[config.mk]
export PLATFORM = sky130hd
export DESIGN_NAME = softusb_rx
export DESIGN_NICKNAME = d
export VERILOG_FILES = /design/src/rtl/softusb_rx_pkg.sv /design/src/rtl/usb_line_if.sv /design/src/rtl/softusb_rx.sv /design/src/rtl/softusb_deserializer.sv /design/src/rtl/softusb_sync_fsm.sv /design/src/rtl/softusb_eop_detect.sv /design/src/rtl/softusb_dpll.sv
export VERILOG_INCLUDE_DIRS = /design/src /design/src/rtl
export SDC_FILE = /design/constraint.sdc
export NUM_CORES = 1
export LEC_CHECK = 0
export BUFFER_PORTS_ARGS = -buffer_cell sky130_fd_sc_hd__buf_2
export CORE_MARGIN = 5
export CORE_UTILIZATION = 50
export CTS_CLUSTER_SIZE = 24
export DETAILED_ROUTE_END_ITERATION = 7
export PLACE_DENSITY = 0.72
export SYNTH_ARGS = -nofsm -noshare
export SYNTH_HDL_FRONTEND = slang
export SYNTH_SLANG_ARGS = --single-unit
[constraint.sdc]
create_clock -name usb_clk -period 1.8 [get_ports usb_clk]
set_clock_uncertainty 0.15 [all_clocks]
set_input_delay 0.18 -clock usb_clk [delete_from_list [all_inputs] [get_ports usb_clk]]
set_output_delay 0.18 -clock usb_clk [all_outputs]
set_load 0.05 [all_outputs]
[src/rtl/softusb_rx_config.svh]
/*
 * USB receiver constants
 * stall limits, low-speed sample point and bit stuffing run
 */

`ifndef SOFTUSB_RX_CONFIG_SVH
`define SOFTUSB_RX_CONFIG_SVH

// sync finder stall limits in usb_clk cycles, minus one
`define SOFTUSB_FS_TIMEOUT	6'd7
`define SOFTUSB_LS_TIMEOUT	6'd63

`define SOFTUSB_LS_SAMPLE	5'd13	// roughly mid bit at 32 cycles per bit

`define SOFTUSB_STUFF_LIMIT	3'd6	// ones before a stuffed zero

`endif
[src/rtl/softusb_rx_pkg.sv]
/*
 * USB receiver types
 * FSM state encodings and the received byte type
 */

package softusb_rx_pkg;

	typedef logic [7:0] rx_byte_t;

	// end-of-packet detector, counts SE0 cycles then looks for J
	typedef enum logic [2:0] {
		IDLE, SE0_1, SE0_2, SE0_3, WAIT_J
	} eop_state_t;

	// sync finder, one state per line level of KJKJKJKK
	typedef enum logic [3:0] {
		FS_IDLE, K1, J1, K2, J2, K3, J3, K4, K5
	} fs_state_t;

endpackage

[src/rtl/usb_line_if.sv]
/*
 * USB receiver line bundle
 * corrected line level, speed select and the timing strobes
 * shared by the receiver blocks
 */

`timescale 1ns/1ps

interface usb_line_if;

	logic rx_corrected;	// J reads as 1 at both speeds
	logic low_speed;
	logic dpll_ce;		// bit sample strobe
	logic eop_detected;

	modport dpll (output dpll_ce, input low_speed);

	modport eop (output eop_detected, input rx_corrected);

	modport sync (input rx_corrected, input low_speed, input dpll_ce,
		input eop_detected);

	modport deser (input rx_corrected, input low_speed, input dpll_ce,
		input eop_detected);

endinterface

[src/rtl/softusb_rx.sv]
/*
 * USB 1.1 receiver
 * line polarity correction, SE0 decode and the clock recovery,
 * EOP, sync and deserializer blocks
 */

`timescale 1ns/1ps

module softusb_rx (
	input  logic usb_clk,
	input  logic rxreset,
	input  logic rx,
	input  logic rxp,
	input  logic rxm,
	output logic [7:0] rx_data,
	output logic rx_valid,
	output logic rx_active,
	input  logic low_speed
);

	usb_line_if line ();

	logic se0;
	logic start_rx;
	softusb_rx_pkg::rx_byte_t rx_byte;

	assign line.rx_corrected = rx ^ low_speed;	// low speed J is the other level
	assign line.low_speed = low_speed;
	assign se0 = ~rxp & ~rxm;
	assign rx_data = rx_byte;

	softusb_dpll u_dpll (
		.usb_clk(usb_clk), .rxreset(rxreset), .rx(rx), .line(line)
	);

	softusb_eop_detect u_eop (
		.usb_clk(usb_clk), .rxreset(rxreset), .se0(se0), .line(line)
	);

	softusb_sync_fsm u_sync (
		.usb_clk(usb_clk), .rxreset(rxreset), .rx_active(rx_active),
		.line(line), .start_rx(start_rx)
	);

	softusb_deserializer u_deser (
		.usb_clk(usb_clk), .rxreset(rxreset), .start_rx(start_rx), .line(line),
		.rx_data(rx_byte), .rx_valid(rx_valid), .rx_active(rx_active)
	);

endmodule

[src/rtl/softusb_deserializer.sv]
/*
 * USB receive deserializer
 * NRZI decode, stuffed bit removal and LSB-first byte assembly;
 * owns rx_active and the rx_valid strobe
 */

`timescale 1ns/1ps
`include "softusb_rx_config.svh"

module softusb_deserializer (
	input  logic usb_clk,
	input  logic rxreset,
	input  logic start_rx,
	usb_line_if.deser line,
	output softusb_rx_pkg::rx_byte_t rx_data,
	output logic rx_valid,
	output logic rx_active
);

	logic [2:0] bitcount;
	logic [2:0] onecount;
	logic lastrx;		// line level at the previous sample
	logic rx_bit;

	assign rx_bit = (line.rx_corrected == lastrx);	// no change decodes as 1

	always_ff @(posedge usb_clk) begin
		if (rxreset) begin
			rx_active <= 1'b0;
			rx_valid <= 1'b0;
			bitcount <= 3'd0;
			onecount <= 3'd0;
			lastrx <= 1'b0;
		end else begin
			rx_valid <= 1'b0;
			if (line.eop_detected) begin
				rx_active <= 1'b0;
			end else if (line.dpll_ce) begin
				if (rx_active) begin
					if (onecount == `SOFTUSB_STUFF_LIMIT) begin
						// stuffed zero, must toggle the line
						onecount <= 3'd0;
						if (rx_bit)
							rx_active <= 1'b0;	// bitstuff error
						lastrx <= ~lastrx;
					end else begin
						rx_data <= {rx_bit, rx_data[7:1]};
						onecount <= rx_bit ? onecount + 3'd1 : 3'd0;
						lastrx <= line.rx_corrected;
						rx_valid <= (bitcount == 3'd7);
						bitcount <= bitcount + 3'd1;
					end
				end else if (start_rx) begin
					rx_active <= 1'b1;
					bitcount <= 3'd0;
					onecount <= 3'd1;	// last sync K counts as a one
					lastrx <= 1'b0;
				end
			end
		end
	end

endmodule

[src/rtl/softusb_sync_fsm.sv]
/*
 * USB sync pattern finder
 * follows KJKJKJ on line levels, then checks the two closing K bits
 * on the sample strobe and pulses start_rx; stalls return to idle
 */

`timescale 1ns/1ps
`include "softusb_rx_config.svh"

module softusb_sync_fsm (
	input  logic usb_clk,
	input  logic rxreset,
	input  logic rx_active,
	usb_line_if.sync line,
	output logic start_rx
);

	softusb_rx_pkg::fs_state_t fs_state;
	softusb_rx_pkg::fs_state_t fs_next_state;
	logic [5:0] fs_timeout_counter;
	logic fs_timeout;

	// counts cycles spent in one state
	always_ff @(posedge usb_clk) begin
		if (rxreset | line.eop_detected) begin
			fs_timeout_counter <= 6'd0;
			fs_timeout <= 1'b0;
		end else begin
			if ((fs_state != fs_next_state) | (fs_state == softusb_rx_pkg::FS_IDLE))
				fs_timeout_counter <= 6'd0;
			else
				fs_timeout_counter <= fs_timeout_counter + 6'd1;
			if (line.low_speed)
				fs_timeout <= (fs_timeout_counter == `SOFTUSB_LS_TIMEOUT);
			else
				fs_timeout <= (fs_timeout_counter == `SOFTUSB_FS_TIMEOUT);
		end
	end

	always_ff @(posedge usb_clk) begin
		if (rxreset | line.eop_detected | fs_timeout)
			fs_state <= softusb_rx_pkg::FS_IDLE;
		else
			fs_state <= fs_next_state;
	end

	always_comb begin
		start_rx = 1'b0;
		fs_next_state = fs_state;
		case (fs_state)
			softusb_rx_pkg::FS_IDLE:
				if (~line.rx_corrected & ~rx_active)	// first K, not mid-packet
					fs_next_state = softusb_rx_pkg::K1;
			softusb_rx_pkg::K1: if (line.rx_corrected) fs_next_state = softusb_rx_pkg::J1;
			softusb_rx_pkg::J1: if (~line.rx_corrected) fs_next_state = softusb_rx_pkg::K2;
			softusb_rx_pkg::K2: if (line.rx_corrected) fs_next_state = softusb_rx_pkg::J2;
			softusb_rx_pkg::J2: if (~line.rx_corrected) fs_next_state = softusb_rx_pkg::K3;
			softusb_rx_pkg::K3: if (line.rx_corrected) fs_next_state = softusb_rx_pkg::J3;
			softusb_rx_pkg::J3: if (~line.rx_corrected) fs_next_state = softusb_rx_pkg::K4;
			softusb_rx_pkg::K4:
				if (line.dpll_ce) begin
					// second K of the closing pair must be sampled
					if (~line.rx_corrected)
						fs_next_state = softusb_rx_pkg::K5;
					else
						fs_next_state = softusb_rx_pkg::FS_IDLE;
				end
			softusb_rx_pkg::K5:
				if (line.dpll_ce) begin
					start_rx = ~line.rx_corrected;
					fs_next_state = softusb_rx_pkg::FS_IDLE;
				end
			default: fs_next_state = softusb_rx_pkg::FS_IDLE;
		endcase
	end

endmodule

[src/rtl/softusb_eop_detect.sv]
/*
 * USB end-of-packet detector
 * flags EOP when J follows three or more SE0 cycles
 */

`timescale 1ns/1ps

module softusb_eop_detect (
	input  logic usb_clk,
	input  logic rxreset,
	input  logic se0,
	usb_line_if.eop line
);

	softusb_rx_pkg::eop_state_t eop_state;
	softusb_rx_pkg::eop_state_t eop_next_state;

	always_ff @(posedge usb_clk) begin
		if (rxreset)
			eop_state <= softusb_rx_pkg::IDLE;
		else
			eop_state <= eop_next_state;
	end

	always_comb begin
		line.eop_detected = 1'b0;
		eop_next_state = softusb_rx_pkg::IDLE;
		case (eop_state)
			softusb_rx_pkg::IDLE:
				if (se0) eop_next_state = softusb_rx_pkg::SE0_1;
			softusb_rx_pkg::SE0_1:
				if (se0) eop_next_state = softusb_rx_pkg::SE0_2;
			softusb_rx_pkg::SE0_2:
				if (se0) eop_next_state = softusb_rx_pkg::SE0_3;
			softusb_rx_pkg::SE0_3: begin
				if (se0)
					eop_next_state = softusb_rx_pkg::SE0_3;	// stay while SE0 lasts
				else if (line.rx_corrected)
					line.eop_detected = 1'b1;
				else
					eop_next_state = softusb_rx_pkg::WAIT_J;	// allow one cycle of skew
			end
			softusb_rx_pkg::WAIT_J:
				line.eop_detected = line.rx_corrected;
			default: eop_next_state = softusb_rx_pkg::IDLE;
		endcase
	end

endmodule

[src/rtl/softusb_dpll.sv]
/*
 * USB bit clock recovery
 * restarts a cycle counter on every line edge and raises the
 * sample enable near the middle of each bit
 */

`timescale 1ns/1ps
`include "softusb_rx_config.svh"

module softusb_dpll (
	input  logic usb_clk,
	input  logic rxreset,
	input  logic rx,
	usb_line_if.dpll line
);

	logic rx_r;
	logic transition;
	logic [4:0] dpll_counter;

	always_ff @(posedge usb_clk)
		rx_r <= rx;

	assign transition = (rx != rx_r);	// raw line, polarity does not matter

	always_ff @(posedge usb_clk) begin
		if (rxreset) begin
			dpll_counter <= 5'd0;
			line.dpll_ce <= 1'b0;
		end else begin
			if (transition)
				dpll_counter <= 5'd0;
			else
				dpll_counter <= dpll_counter + 5'd1;
			// full speed has 4 cycles per bit, resync on each edge
			if (line.low_speed)
				line.dpll_ce <= (dpll_counter == `SOFTUSB_LS_SAMPLE);
			else
				line.dpll_ce <= transition | (dpll_counter[1:0] == 2'd3);
		end
	end

endmodule

Word level (Yosys, flattened, before mapping)
Index checks and enable logic that the tools add are counted.
- add/subtract/negate cells: 4
- eq/ne operators: 22
- muxes and demuxes: 38
- bitwise gates (word level): 16
- reductions and logical operators: 10
- operators with widths (operator ; count):
    $mux 4 ; 10
    $pmux 4 s9 ; 1
    $mux 3 ; 9
    $eq 4x3->1 const B ; 4
    $mux 1 ; 14
    $pmux 3 s4 ; 1
    $eq 3x3->1 const B ; 3
    $not 1->1 ; 9
    $eq 4x2->1 const B ; 2
    $add 3x1->3 const B ; 2
    $add 6x1->6 const B ; 1
    $eq 3x2->1 const B ; 2
    $eq 6x3->1 const B ; 1
    $eq 6x6->1 const B ; 1
    $reduce_or 2->1 ; 3
    $add 5x1->5 const B ; 1
    $eq 5x4->1 const B ; 1
    $reduce_and 5->1 ; 1
    $reduce_or 5->1 ; 1
    $eq 4x1->1 const B ; 1
    $eq 4x4->1 const B ; 1
    $logic_not 4->1 ; 1
    $mux 2 ; 2
    $ne 4x4->1 ; 1
    other kinds (13) ; 17
- flip-flop bits (word level): 38
- bits of input ports: 6
- word-level logic and storage cells: 103

Depth between registers and ports, before layout
- depth in word-level cells: 8
- mapped depth: 6
- depth with buffers taken out: 6

Modules after synthesis
A second synthesis with hierarchy kept.
- cells, all modules: 167
- area total of the unflattened synthesis: 1736.7 µm²
- by module, submodules not included (module ; times used ; cells each ; area an instance (µm²) ; sequential area each (µm²)):
    softusb_deserializer ; 1 ; 63 ; 732.0 ; 420.4
    softusb_sync_fsm ; 1 ; 64 ; 596.8 ; 220.2
    softusb_dpll ; 1 ; 25 ; 274.0 ; 140.1
    softusb_eop_detect ; 1 ; 13 ; 121.4 ; 60.1
    softusb_rx ; 1 ; 2 ; 12.5 ; 0.0

Worst setup path before layout
Ideal clock, no wire load.
- kind: register to register
- start: register u_deser.rx_active
- end: register u_deser.rx_data[0], enable pin
- data arrival time: 1.607 ns
- required time: 1.280 ns
- path slack: -0.328 ns
- stages on the path, launching flop included: 5
- path buffers: 1
- clock period less this slack: 2.128 ns
- path through: dfxtp_1 -> clkbuf_1 -> and2_1 -> nand2_1 -> nor2_1
- word-level cells in the longest chain between the ends: 1
- RTL lines (element ; line ; source):
    start: declaration ; softusb_deserializer.sv:17 ; output logic rx_active
    start signal: assignment ; softusb_deserializer.sv:29 ; rx_active <= 1'b0;
    start signal: assignment ; softusb_deserializer.sv:37 ; rx_active <= 1'b0;
    start signal: assignment ; softusb_deserializer.sv:44 ; rx_active <= 1'b0;
    $reduce_and 5->1 (no source line) ; - ;
    end signal: assignment ; softusb_deserializer.sv:47 ; rx_data <= {rx_bit, rx_data[7:1]};
    end: declaration ; softusb_deserializer.sv:15 ; output softusb_rx_pkg::rx_byte_t rx_data,
Every way passes these cells.
A chain may end at the register's enable or synchronous reset.

Worst setup path in the final report
- start: register u_sync.fs_state[2]
- end: register u_deser.onecount[2]
- word-level cells in the longest chain between the ends: 4
- RTL lines (element ; line ; source):
    start: declaration ; softusb_sync_fsm.sv:18 ; softusb_rx_pkg::fs_state_t fs_state;
    start signal: assignment ; softusb_sync_fsm.sv:42 ; fs_state <= softusb_rx_pkg::FS_IDLE;
    start signal: assignment ; softusb_sync_fsm.sv:44 ; fs_state <= fs_next_state;
    $eq 4x4->1 ; softusb_sync_fsm.sv:50 ; case (fs_state)
    $mux 1 ; softusb_sync_fsm.sv:50 ;
    $reduce_bool 2->1 (no source line) ; - ;
    $reduce_and 3->1 (no source line) ; - ;
    end signal: assignment ; softusb_deserializer.sv:48 ; onecount <= rx_bit ? onecount + 3'd1 : 3'd0;
    end: declaration ; softusb_deserializer.sv:21 ; logic [2:0] onecount;
Every way passes these cells.

==> results.cfg <==
[status]
status = completed

[min_path]
whs_path_depth = 1
hold_class = input pin to register
hold_end = u_dpll.rx_r$_DFF_P_
min_from = rx

[finish]
area_delta_synth_final_pct = 19.19
post_route_cells_drive_above_1_share_pct = 27.78
design_area_mm2 = 0.002238
nets = 228
n_antenna_cell = 0

[clocking]
cts_root_buf = clkbuf_8
holdBufCountCts = 0
clkSinkCount = 38
h-tree-depth = 2
cts_made_buffers = 5
clk_latency_ns = 0.28
clockBufferDepth = 2
cts_tree = done
clk_pin_slew_ns = 0.07

[synthesis]
netlist_area_mm2 = 0.001878
ys.flop_type = dfxtp_1
synth_edf_count = 8
synthTopCellsByCount = 30 x dfxtp_1, 13 x nor2_1, 11 x nand2_1
syn_nets = 197
synth_top_cell_area_share_pct = 31.98
async_flop_share_pct = 0
synth-warning-count = 0
synth-seq-cells = 38
ys_seq_area_share_pct = 44.77
synth_cell_types = 52
synthCells = 184
post-synth-top-count-cell = dfxtp_1
avgSynthCellArea_um2 = 10.21
synth_largest_area_cell = dfxtp_1
synth_area_leaders = dfxtp_1 32%, edfxtp_1 13%, ha_1 4.7%

[setup_path]
required_ns = 1.83
slowest_stage = or4_1
reg2reg_to = u_deser.onecount[2]$_SDFFE_PP0P_
cp_top_family = simple AND/OR/NAND/NOR gates
start_kind = register
path_class = register to register
critPathMaxFanout = 3
r2r-start = u_sync.fs_state[2]$_SDFF_PP0_
reg2reg_depth = 4
endpoint_kind = register
critPathMaxStageDelay_ns = 0.47
arrival_ns = 1.76
critical_path_buf_inv_count = 0
rrSetupSlack_ns = 0.07
crit_chain = nor4b_4, a21oi_2, or4_1, a32o_1

[global_route]
antenna_found_initial = 0
overflow = 0
grt_max_degree = 15
grt_use_total_pct = 16.61
grt_pass1_wl_um = 6893
grt_pass1_vias = 1497

[routing]
dr.pass1.iters = 4
vias_per_cell = 5.928
remaining_drc_errors = 0
wl_met3_um = 222
ant_nets = 0
highest_layer = met4
wl_met2_um = 1984
wirelength_um = 4042
drtIter0Drc = 89
vias = 1565
wl_per_cell_um = 15.31
wl_met1_um = 1794

[sta]
max_freq_mhz = 577.9
fin_ws_ns = 0.06947
grt_setup_unrepaired = false
relSlewSlack_pct = 74.90
tightest_slew_ns = 0.3670
maxSlewViolCount = 0
period_needed_ns = 1.731
setup_viol_count_final = 0
fin_crit_sh_pct = 96.14
hold_viol_final = 0

[placed_design]
portBuffers = 15
place.gp.congestion = 1.011
pre_cts_slack_ns = -0.007608
detailed_place.area_mm2 = 0.002098
hpwl_um = 2977

[die]
die_x_um = 71.29
die_area_mm2 = 0.005082
initial_utilization_pct = 51.30
die_y_um = 71.29
ios = 16
core_mm2 = 0.003661
rows = 22

[flow_run]
max_cap_viol_count = 0

[pwr]
p_leak_nw = 0.8091
ir_drop_mv = 0.3895
powerDensity_mw_per_mm2 = 739.8
==> final cells by class <==
class,count,area (µm²)
Sequential cell,38,847.1
Timing Repair Buffer,33,214.0
Tap cell,48,60.06
Multi-Input combinational cell,128,993.5
Clock buffer,8,90.09
Inverter,9,33.78
Fill cell,306,1423
==> logic make-up after synthesis <==
family / count (synthesis) / share of synthesized area (%)
flops: 38 / 44.77
buf+inv: 18 / 4.663
compound gates: 43 / 17.26
fa+ha+maj: 7 / 4.663
xor+xnor: 11 / 7.928
simple gates: 64 / 19.05
mux: 3 / 1.666
==> worst register-to-register path, delay by kind of cell, from the launching register on <==
family	cells	cell delay [ns]
AO/OA/AOI/OAI	2	0.34
AND/OR/NAND/NOR	2	0.80
flip-flops	1	0.34
==> stage by stage <==
step | power [mW] | hold WS (ns) | TNS, ns | utilization, % | instances
final | 1.656 | 0.01737 | 0 | 61.14 | 264
after global placement | 1.074 | 0.2795 | 0 | 57.31 | 256
after detailed placement | 1.083 | 0.2938 | -0.007608 | 57.31 | 256
after floorplan | 1.022 | 0.05772 | -0.08299 | - | 184
after CTS | 1.670 | 0.007860 | 0 | 59.77 | 264
after global routing | 1.738 | 0.01207 | 0 | 61.14 | 264
==> layer usage <==
metal	vias up	GRT usage, %
met1	743	21.43
li1	766	-
met2	51	26.94
met4	0	5.428
met5	-	0
met3	5	4.488
==> state kept, by name, summed over array words and instances, names as in the netlist <==
| register | count |
|---|---|
| u_deser.rx_data | 8 |
| u_sync.fs_timeout_counter | 6 |
| u_dpll.dpll_counter | 5 |
| u_sync.fs_state | 4 |
| u_deser.bitcount | 3 |
| u_deser.onecount | 3 |
| u_eop.eop_state | 3 |
| u_deser.lastrx | 1 |
| u_deser.rx_active | 1 |
| u_deser.rx_valid | 1 |
| u_dpll.line.dpll_ce | 1 |
| u_dpll.rx_r | 1 |
| u_sync.fs_timeout | 1 |
==> where the power goes <==
part	switching, mW	leakage, nW	internal (mW)
Sequential	0.0135	0.317	0.880
Clock	0.273	0.0455	0.312
Combinational	0.104	0.446	0.0739
==> repair_timing <==
action	CTS	global route
buffers inserted	0	0
resized for setup	0	14
setup endpoints to repair	0	14
hold endpoints to repair	0	0
==> layout by cell type, fill, tap and decap left out, types with 2 or more instances in the layout <==
cell and n:
nor3_1 6, nand2_1 10, o41ai_1 2, a21oi_1 9, o21ai_0 3, xnor2_1 4, nor4_1 9, buf_4 17
buf_2 15, nor2_1 12, o211ai_1 2, a31oi_1 3, inv_1 8, xor2_1 4, a41oi_1 2, ha_1 6
edfxtp_1 8, and3_1 3, o211a_4 2, a311oi_1 2, dfxtp_1 25, clkbuf_1 2, a211oi_1 4, nand3_1 6
or4_1 4, mux2i_1 2, clkbuf_8 6, dfxtp_2 5, nand4_1 5
==> worst max path at each step <==
stage	slack, ns	cells after the start	startpoint	to
floorplan	-0.01	5	u_sync.fs_state[2]$_SDFF_PP0_	u_deser.onecount[2]$_SDFFE_PP0P_
global placement	0.004	5	rxp	u_deser.onecount[2]$_SDFFE_PP0P_
detailed placement	-0.008	5	rxp	u_deser.onecount[2]$_SDFFE_PP0P_
CTS	0.006	4	u_sync.fs_state[0]$_SDFF_PP0_	u_deser.onecount[2]$_SDFFE_PP0P_
global route	0.01	5	u_eop.eop_state[2]$_SDFF_PP0_	u_deser.bitcount[0]$_SDFFE_PP0P_
finish	0.07	4	u_sync.fs_state[2]$_SDFF_PP0_	u_deser.onecount[2]$_SDFFE_PP0P_
No activity file was read; power rests on OpenSTA's default activity.
